`config.mk`:
```
export PLATFORM = sky130hd
export DESIGN_NAME = mem_stage
export DESIGN_NICKNAME = d
export VERILOG_FILES = /design/src/mem_stage_pkg.sv /design/src/data_memory.sv /design/src/mem_access_ctrl.sv /design/src/mem_stage.sv /design/src/mem_wb_latch.sv
export SDC_FILE = /design/constraint.sdc
export NUM_CORES = 2
export LEC_CHECK = 0
export BUFFER_PORTS_ARGS = -buffer_cell sky130_fd_sc_hd__buf_2
export CAP_MARGIN = 15
export CORE_MARGIN = 4
export CORE_UTILIZATION = 56
export DETAILED_ROUTE_END_ITERATION = 6
export MAX_ROUTING_LAYER = met4
export PLACE_DENSITY = 0.81
export SYNTH_ARGS = -nofsm -noshare
export SYNTH_HDL_FRONTEND = slang
export SYNTH_SLANG_ARGS = --single-unit
```
`constraint.sdc`:
```
create_clock -name clk -period 65.6 [get_ports clk]
set_input_delay 6.56 -clock clk [delete_from_list [all_inputs] [get_ports clk]]
set_output_delay 6.56 -clock clk [all_outputs]
set_load 0.02 [all_outputs]
```
`src/mem_stage_pkg.sv`:
```
package mem_stage_pkg;

	// Datapath widths shared by the whole memory stage
	localparam int data_width      = 32;  // Data, address and PC width
	localparam int reg_addr_width  = 5;   // Register file index
	localparam int mem_words       = 64;  // Data memory depth in words
	localparam int mem_index_width = 6;   // Address bits that select a word
	localparam int wb_ctrl_width   = 2;   // Write-back control bits carried along

	// Memory operation requested by the instruction in this stage
	typedef enum logic [3:0]
	{
		MEM_NONE = 4'd0,  // No memory access
		MEM_LW   = 4'd1,  // Load word
		MEM_LH   = 4'd2,  // Load halfword, sign-extended
		MEM_LHU  = 4'd3,  // Load halfword, zero-extended
		MEM_LB   = 4'd4,  // Load byte, sign-extended
		MEM_LBU  = 4'd5,  // Load byte, zero-extended
		MEM_SW   = 4'd6,  // Store word
		MEM_SH   = 4'd7,  // Store halfword over the whole word
		MEM_SB   = 4'd8   // Store byte over the whole word
	} mem_op_t;

	// Conditional branch resolved in this stage
	typedef enum logic [1:0]
	{
		BR_NONE = 2'd0,  // Not a branch
		BR_EQ   = 2'd1,  // Taken when the ALU result was zero
		BR_NE   = 2'd2   // Taken when the ALU result was not zero
	} br_op_t;

	// Access size shared by the store shaper and the load extender
	typedef enum logic [1:0]
	{
		SIZE_WORD = 2'd0,
		SIZE_HALF = 2'd1,
		SIZE_BYTE = 2'd2
	} acc_size_t;

endpackage

```
`src/data_memory.sv`:
```
`timescale 1ns/1ps

module data_memory
(
	input  logic                                     clk,
	input  logic                                     reset,
	input  logic                                     mem_write,   // Store strobe
	input  mem_stage_pkg::acc_size_t                 store_size,  // Shape of the stored value
	input  logic [mem_stage_pkg::mem_index_width-1:0] index,       // Word being accessed
	input  logic [mem_stage_pkg::data_width-1:0]      store_data,  // Raw store operand
	output logic [mem_stage_pkg::data_width-1:0]      mem_rdata,   // Asynchronous read
	output logic [mem_stage_pkg::data_width-1:0]      dbg_word0,   // Debug tap on word 0
	output logic [mem_stage_pkg::data_width-1:0]      dbg_word1,   // Debug tap on word 1
	output logic [mem_stage_pkg::data_width-1:0]      dbg_word2,   // Debug tap on word 2
	output logic [mem_stage_pkg::data_width-1:0]      dbg_word3    // Debug tap on word 3
);

	import mem_stage_pkg::*;

	logic [data_width-1:0] mem [mem_words];  // Word array
	logic [data_width-1:0] store_word;       // Store operand after shaping

	// Half and byte stores cover the whole word with the extended value
	always_comb
	begin
		case (store_size)
			SIZE_HALF:
			begin
				store_word = {{(data_width-16){store_data[15]}}, store_data[15:0]};
			end
			SIZE_BYTE:
			begin
				store_word = {{(data_width-8){store_data[7]}}, store_data[7:0]};
			end
			SIZE_WORD:
			begin
				store_word = store_data;
			end
			default:
			begin
				store_word = store_data;
			end
		endcase
	end

	// The whole array is cleared by reset so loads after reset return zero
	always_ff @(posedge clk or posedge reset)
	begin
		if (reset)
		begin
			for (int i = 0; i < mem_words; i++)
			begin
				mem[i] <= '0;
			end
		end
		else if (mem_write)
		begin
			mem[index] <= store_word;  // No alignment check, the index is the raw low bits
		end
	end

	// Loads see the array as it stood before this cycle's store
	assign mem_rdata = mem[index];

	assign dbg_word0 = mem[0];
	assign dbg_word1 = mem[1];
	assign dbg_word2 = mem[2];
	assign dbg_word3 = mem[3];

endmodule

```
`src/mem_access_ctrl.sv`:
```
`timescale 1ns/1ps

module mem_access_ctrl
(
	input  mem_stage_pkg::mem_op_t   mem_op,         // Memory opcode of the current instruction
	input  mem_stage_pkg::br_op_t    br_op,          // Branch opcode of the current instruction
	input  logic                     zero,           // ALU zero flag from execute
	output logic                     mem_write,      // Write strobe to the data memory
	output mem_stage_pkg::acc_size_t store_size,     // How the store data is shaped
	output mem_stage_pkg::acc_size_t load_size,      // How the read word is extended
	output logic                     load_unsigned,  // Zero-extend instead of sign-extend
	output logic                     pc_src          // Branch taken, selects pc_target
);

	import mem_stage_pkg::*;

	// Opcode decode, the datapath blocks only ever see these flags
	always_comb
	begin
		mem_write     = 1'b0;
		store_size    = SIZE_WORD;
		load_size     = SIZE_WORD;  // Non-loads pass the raw word through
		load_unsigned = 1'b0;
		case (mem_op)
			MEM_NONE:
			begin
				mem_write = 1'b0;
			end
			MEM_LW:
			begin
				load_size = SIZE_WORD;
			end
			MEM_LH:
			begin
				load_size = SIZE_HALF;
			end
			MEM_LHU:
			begin
				load_size     = SIZE_HALF;
				load_unsigned = 1'b1;
			end
			MEM_LB:
			begin
				load_size = SIZE_BYTE;
			end
			MEM_LBU:
			begin
				load_size     = SIZE_BYTE;
				load_unsigned = 1'b1;
			end
			MEM_SW:
			begin
				mem_write  = 1'b1;
				store_size = SIZE_WORD;
			end
			MEM_SH:
			begin
				mem_write  = 1'b1;
				store_size = SIZE_HALF;
			end
			MEM_SB:
			begin
				mem_write  = 1'b1;
				store_size = SIZE_BYTE;
			end
			default:
			begin
				mem_write = 1'b0;  // Unused encodings behave like MEM_NONE
			end
		endcase
	end

	// Branch resolution in the same cycle as the inputs
	always_comb
	begin
		case (br_op)
			BR_EQ:   pc_src = zero;
			BR_NE:   pc_src = ~zero;
			BR_NONE: pc_src = 1'b0;
			default: pc_src = 1'b0;
		endcase
	end

endmodule

```
`src/mem_stage.sv`:
```
`timescale 1ns/1ps

module mem_stage
(
	input  logic                                     clk,
	input  logic                                     reset,

	// From the EX/MEM register
	input  mem_stage_pkg::mem_op_t                   mem_op,
	input  mem_stage_pkg::br_op_t                    br_op,
	input  logic                                     zero,
	input  logic [mem_stage_pkg::data_width-1:0]     alu_result,
	input  logic [mem_stage_pkg::data_width-1:0]     store_data,
	input  logic [mem_stage_pkg::data_width-1:0]     pc_branch,
	input  logic [mem_stage_pkg::wb_ctrl_width-1:0]  wb_ctrl,
	input  logic [mem_stage_pkg::reg_addr_width-1:0] write_reg,
	input  logic                                     halt,

	// Back to fetch
	output logic                                     pc_src,
	output logic [mem_stage_pkg::data_width-1:0]     pc_target,

	// To write-back
	output logic [mem_stage_pkg::data_width-1:0]     read_data,
	output logic [mem_stage_pkg::data_width-1:0]     alu_result_wb,
	output logic [mem_stage_pkg::wb_ctrl_width-1:0]  wb_ctrl_wb,
	output logic [mem_stage_pkg::reg_addr_width-1:0] write_reg_wb,
	output logic                                     halt_wb,

	// To the debug unit
	output logic [mem_stage_pkg::data_width-1:0]     dbg_word0,
	output logic [mem_stage_pkg::data_width-1:0]     dbg_word1,
	output logic [mem_stage_pkg::data_width-1:0]     dbg_word2,
	output logic [mem_stage_pkg::data_width-1:0]     dbg_word3
);

	import mem_stage_pkg::*;

	logic                       mem_write;      // Store strobe from the decoder
	acc_size_t                  store_size;     // Store shaping select
	acc_size_t                  load_size;      // Load extension select
	logic                       load_unsigned;  // Load extension signedness
	logic [mem_index_width-1:0] index;          // Word index taken from the address
	logic [data_width-1:0]      mem_rdata;      // Unextended read word

	assign index     = alu_result[mem_index_width-1:0];
	assign pc_target = pc_branch;  // Target was computed in execute

	mem_access_ctrl i_mem_access_ctrl
	(
		.mem_op        (mem_op),
		.br_op         (br_op),
		.zero          (zero),
		.mem_write     (mem_write),
		.store_size    (store_size),
		.load_size     (load_size),
		.load_unsigned (load_unsigned),
		.pc_src        (pc_src)
	);

	data_memory i_data_memory
	(
		.clk        (clk),
		.reset      (reset),
		.mem_write  (mem_write),
		.store_size (store_size),
		.index      (index),
		.store_data (store_data),
		.mem_rdata  (mem_rdata),
		.dbg_word0  (dbg_word0),
		.dbg_word1  (dbg_word1),
		.dbg_word2  (dbg_word2),
		.dbg_word3  (dbg_word3)
	);

	mem_wb_latch i_mem_wb_latch
	(
		.clk           (clk),
		.reset         (reset),
		.mem_rdata     (mem_rdata),
		.load_size     (load_size),
		.load_unsigned (load_unsigned),
		.alu_result    (alu_result),
		.wb_ctrl       (wb_ctrl),
		.write_reg     (write_reg),
		.halt          (halt),
		.read_data     (read_data),
		.alu_result_wb (alu_result_wb),
		.wb_ctrl_wb    (wb_ctrl_wb),
		.write_reg_wb  (write_reg_wb),
		.halt_wb       (halt_wb)
	);

endmodule

```
`src/mem_wb_latch.sv`:
```
`timescale 1ns/1ps

module mem_wb_latch
(
	input  logic                                     clk,
	input  logic                                     reset,
	input  logic [mem_stage_pkg::data_width-1:0]     mem_rdata,      // Raw word from memory
	input  mem_stage_pkg::acc_size_t                 load_size,      // Part of the word to keep
	input  logic                                     load_unsigned,  // Zero-extend when high
	input  logic [mem_stage_pkg::data_width-1:0]     alu_result,     // Address, also a WB source
	input  logic [mem_stage_pkg::wb_ctrl_width-1:0]  wb_ctrl,        // Write-back control bits
	input  logic [mem_stage_pkg::reg_addr_width-1:0] write_reg,      // Destination register
	input  logic                                     halt,           // Halt flag from execute
	output logic [mem_stage_pkg::data_width-1:0]     read_data,
	output logic [mem_stage_pkg::data_width-1:0]     alu_result_wb,
	output logic [mem_stage_pkg::wb_ctrl_width-1:0]  wb_ctrl_wb,
	output logic [mem_stage_pkg::reg_addr_width-1:0] write_reg_wb,
	output logic                                     halt_wb
);

	import mem_stage_pkg::*;

	logic [data_width-1:0] load_word;  // Read word after extension
	logic                  half_fill;  // Fill bit for a halfword load
	logic                  byte_fill;  // Fill bit for a byte load

	assign half_fill = load_unsigned ? 1'b0 : mem_rdata[15];
	assign byte_fill = load_unsigned ? 1'b0 : mem_rdata[7];

	// Extension happens before the register so write-back gets a finished value
	always_comb
	begin
		case (load_size)
			SIZE_HALF:
			begin
				load_word = {{(data_width-16){half_fill}}, mem_rdata[15:0]};
			end
			SIZE_BYTE:
			begin
				load_word = {{(data_width-8){byte_fill}}, mem_rdata[7:0]};
			end
			SIZE_WORD:
			begin
				load_word = mem_rdata;
			end
			default:
			begin
				load_word = mem_rdata;
			end
		endcase
	end

	always_ff @(posedge clk or posedge reset)
	begin
		if (reset)
		begin
			read_data     <= '0;
			alu_result_wb <= '0;
			wb_ctrl_wb    <= '0;  // No register write right after reset
			write_reg_wb  <= '0;
			halt_wb       <= 1'b0;
		end
		else
		begin
			read_data     <= load_word;
			alu_result_wb <= alu_result;
			wb_ctrl_wb    <= wb_ctrl;
			write_reg_wb  <= write_reg;
			halt_wb       <= halt;
		end
	end

endmodule

```
Yosys cells after proc, flatten, opt, wreduce, memory -nomap -nowiden. Cells that the tools add are included.

Register bits: 2120. Bits in latches: 0. RAM bits: 0. Bits in read-only memories: 0. Input port bits: 113. Output and inout bits: 233. Logic and storage cells: 106. Memories kept: 0.

Add/subtract/negate cells: 0. $mul: 0. Div/mod/pow operators: 0. Order comparisons: 2. Equal/unequal tests: 13. Shift operators: 0. Mux-type cells: 15. Bitwise operators: 2. Reductions and logical operators: 5.

Operators by type and width (count): bitwise mux 2048 bit (1); binary-select mux 32 bit (select 6 bit) (1); demux 32 bit (select 6 bit) (1); one-hot mux 32 bit (2 select lines) (2); 2-to-1 mux 32 bit (3); equality test 4 x 3 -> 1 bit (second input constant) (4); equality test 4 x 2 -> 1 bit (second input constant) (2); one-hot mux 2 bit (2 select lines) (2); greater-or-equal comparator 7 bit (second input constant) (1); < comparator 7 x 1 -> 1 bit (second input constant) (1); NOT 6 -> 7 bit (1); equality test 2 x 1 -> 1 bit (second input constant) (3); equality test 2 bit (second input constant) (3); OR reduction 2 bit (3); equality test 4 bit (second input constant) (1); 2-to-1 mux 1 bit (4); OR reduction 3 bit (1); one-hot mux 1 bit (2 select lines) (1); logical AND 1 bit (1); NOT 1 bit (1).

Longest topological paths before layout.
Depth in word-level cells: 6. Gate-level depth with buffers: 13. Mapped depth without buffers: 9.

By module. From an unflattened synthesis, not the netlist that was laid out.

Cell total of the unflattened synthesis: 8496. Area total of the unflattened synthesis: 92361.1 um2.

By module, submodules not included: data_memory (instances 1, cells an instance 8325, area an instance 89901.2 um2, sequential area each 51249.2 um2); mem_wb_latch (instances 1, cells an instance 128, area an instance 2135.8 um2, sequential area each 1801.7 um2); mem_stage (instances 1, cells an instance 32, area an instance 240.2 um2, sequential area each 0.0 um2); mem_access_ctrl (instances 1, cells an instance 11, area an instance 83.8 um2, sequential area each 0.0 um2).

Worst setup path before layout. Ideal clock, no wire load.

Path type: input port to output port. From: input zero. To: output pc_src. Arrival: 7071 ps. Required time: 59040 ps. Path slack: 51969 ps. Stages on the path: 2. Path buffers: 0. Cells stage by stage: nand2_1 o21ai_0.

Cells in the longest elaborated chain, start to end: 2.

Ends and longest elaborated chain: from (decl) (RTL line mem_stage.sv:11) `input logic zero,`; NOT 1 bit (RTL line mem_access_ctrl.sv:78) `BR_NE: pc_src = ~zero;`; one-hot mux 1 bit (2 select lines) (*) (RTL line mem_access_ctrl.sv:76) `case (br_op)`; to (decl) (RTL line mem_stage.sv:20) `output logic pc_src,`.

Mark *: on every way between the ends. The rest lies on a longest branch, timed or not.

Worst setup path in the final report.
From: input br_op[0]. To: output pc_src.

Cells in the longest elaborated chain, start to end: 2. Elaborated cells between the ends (all ways): 3. Those cells by class: eq/ne: 2; mux: 1.

Ends and longest elaborated chain: from (decl) (RTL line mem_stage.sv:10) `input mem_stage_pkg::br_op_t br_op,`; equality test 2 bit / equality test 2 x 1 -> 1 bit (equally long branches) (RTL line mem_access_ctrl.sv:76); one-hot mux 1 bit (2 select lines) (*) (RTL line mem_access_ctrl.sv:76).

Marked as above.

==> out/metrics.yaml <==
status: "finished, final reports clean"
tightest_slew_ps: 1380
post-route-util_pct: 61.6
fmax_ghz: 0.0724
synth_compound_area_share_pct: 17.1
area_delta_synth_final_pct: 9.20
grtUsageMet3_pct: 15.3
start_util_pct: 56.4
rows: 148
synth_mux_area_share_pct: 11.1
final.min_clock_period_ps: 13810
ctsHoldBuffers: 0
cts_buffer_depth: 3
finClkSkew_ps: 49.0
wire_per_inst_um: 29.6
use_met1_pct: 45.3
yosysWarnings: 0
synth_fa_ha_area_share_pct: 0.0680
worstPathRequired_ps: 59040
io_buffers: 281
synth-simple-area-share_pct: 8.25
netlist_instances: 8585
hpwl_um: 179000
hold_viol_final: 0
die_area_um2: 171000
reg2reg_slack_ps: 62580
grt_max_degree: 189
die_h_um: 413
slowest_delay_ps: 210
grt_pass1_wl_um: 465000
postLayoutCellArea_um2: 101000
grt_antenna_before_repair: 34
clk_pin_slew_ps: 60
cts_tree: "built"
synth_top_area_cell: "dfrtp_1"
cts_sinks: 2120
final-setup-viol-count: 0
rsz0062_at_grt: "no"
synth_xor_area_share_pct: 0
cts_buffers: 207
ctsHtreeMaxLevel: 4
path_max_fanout: 2
synth_top_area_share_pct: 57.6
drt_iter0_drc: 11200
yosys-top-cells-count: "dfrtp_1, a21oi_1, nor2_1"
worst_path_dominant_cell_family: "buffers and inverters"
crit_path_end_kind: "output port"
avgSynthCellArea_um2: 10.7
cts_resized: 0
cp_slowest_cell: "buf_2"
core_um2: 163000
drtPass1Iterations: 7
yosysMostFrequentCell: "dfrtp_1"
ys_seq_area_share_pct: 57.6
drc: 0
gp_congestion: 0.932
grt_pass1_vias: 73200
slew_violations: 0
grt_remaining_overflow: 0
grt_usage_pct: 37.7
fin_total_pwr_w: 0.00314
ant_nets: 0
async_flop_share_pct: 100
vias: 73400
synth_top_family_by_area: "compound AO/OA/AOI/OAI gates"
grt.busiest_layer: "met2"
slew_headroom_pct: 6.77
synthFlopType: "dfrtp_1"
path_cells: "buf_2 -> nor2_1 -> nand2_1 -> o21ai_0 -> buf_2"
avgViaCountPerCell: 6.90
synth_area_leaders: "dfrtp_1, a21oi_1, mux2_2, nor2_1, a22oi_1"
path_buf_inv: 2
dpl-instance-area_um2: 93400
ir_worst_vdd_uv: 31.7
clock_latency_ps: 880
fin_cells: 10600
arrival_ps: 7250
die_w_um: 413
powerDensity_nw_per_um2: 31.2
syn_nets: 8703
place_inst: 10200
nets: 8373
drt_wl_total_um: 315000
drive_gt1_share_pct: 18.9
synthesis.area_um2: 92100
synth.distinct_cells: 77
path_class: "input port to output port"
drv_cap: 0
crit_top_cell: "buf_2"
synth_edf_count: 0
p_leak_nw: 46.5
use_met2_pct: 52.3
critPathLaunchType: "input port"
postCtsSetupBuffers: 0
period_share_pct: 21.0
finalSetupTns_ps: 0
ys_ff_latch: 2120
worstHoldPathType: "register to register"
cts-root-buf: "clkbuf_16"
ios: 346
[state kept, by name, indices dropped and copies added, names as in the netlist]
signal and flops:
i_data_memory.dbg_word0 32, i_data_memory.dbg_word2 32, i_mem_wb_latch.read_data 32, i_mem_wb_latch.wb_ctrl_wb 2, i_mem_wb_latch.halt_wb 1, i_data_memory.dbg_word1 32
i_mem_wb_latch.write_reg_wb 5, i_data_memory.dbg_word3 32, i_data_memory.mem 1920, i_mem_wb_latch.alu_result_wb 32
[cells by family (layout without fill, tap and decap cells)]
| group | Yosys count | after routing |
|---|---|---|
| AO/OA/AOI/OAI | 2633 | 2633 |
| adder cells (fa/ha/maj) | 5 | 5 |
| buffers and inverters | 1034 | 872 |
| flip-flops | 2120 | 2120 |
| multiplexers | 870 | 870 |
| other | 0 | 43 |
| AND/OR/NAND/NOR | 1923 | 1923 |
[layout by cell type, fill, tap and decap left out, types with 9 or more instances in the layout]
| cell type | n |
|---|---|
| o22ai_1 | 47 |
| a31oi_1 | 97 |
| o2bb2ai_1 | 17 |
| bufinv_16 | 15 |
| a221o_1 | 47 |
| buf_12 | 9 |
| nand4_1 | 9 |
| dfrtp_1 | 2120 |
| a21oi_1 | 1672 |
| nor3_1 | 10 |
| clkinv_2 | 33 |
| diode_2 | 43 |
| o211ai_1 | 11 |
| a222oi_1 | 16 |
| a221oi_1 | 172 |
| buf_4 | 195 |
| buf_2 | 278 |
| a21oi_4 | 25 |
| mux2_2 | 565 |
| clkinvlp_4 | 9 |
| clkbuf_8 | 46 |
| a22o_1 | 93 |
| o221ai_1 | 19 |
| o22a_1 | 10 |
| nand2_1 | 111 |
| nor2_4 | 65 |
| nand3_1 | 12 |
| o21ai_1 | 14 |
| mux2_1 | 45 |
| nor4_1 | 16 |
| nor2_1 | 1622 |
| o21ai_0 | 71 |
| clkbuf_1 | 52 |
| a22oi_1 | 282 |
| mux2i_1 | 196 |
| clkbuf_16 | 211 |
| mux4_2 | 61 |
[power breakdown]
| part | internal [W] | total (W) | switching [W] |
|---|---|---|---|
| Sequential | 0.00145 | 0.00153 | 0.0000853 |
| Clock | 0.000702 | 0.00122 | 0.000522 |
| Combinational | 0.000137 | 0.000378 | 0.000241 |
| Total | 0.00229 | 0.00314 | 0.000848 |
[through the flow]
step                worst slack (ps)  hold WS (ps)
floorplan                      29600           472
global placement               51620           482
detailed placement             51780           488
CTS                            51770           500
global route                   51790           512
finish                         51790           501
[area by class of cell]
type                    count  area (um2)
multi-input cells        5431       34600
clock buffers             309        6110
fillers                 11900       62600
flip-flops and latches   2120       53100
repair buffers            486        3090
diodes                     43         108
clock inverters            68         856
well taps                2175        2720
inverters                   9        38.8
[worst paths after layout]
check / from / to / cells after the start
max in group asynchronous: reset / i_mem_wb_latch.alu_result_wb[8] / 9
worst min register to register: i_data_memory.mem[1447] / i_data_memory.mem[1447] / 1
worst min-delay path: i_data_memory.mem[1447] / i_data_memory.mem[1447] / 1
worst max-delay path: br_op[0] / pc_src / 5
min in group asynchronous: reset / i_data_memory.mem[1911] / 3
worst max register to register: i_data_memory.mem[231] / i_mem_wb_latch.read_data[17] / 7
[per-layer routing]
metal	part of all wire (%)	up-vias	wire length, um
met5	0	-	0
li1	-	29500	-
met2	42	6067	133000
met3	16	1805	50200
met1	34	36000	106000
met4	8.0	0	25300
Power figures use the tool's default switching activity.
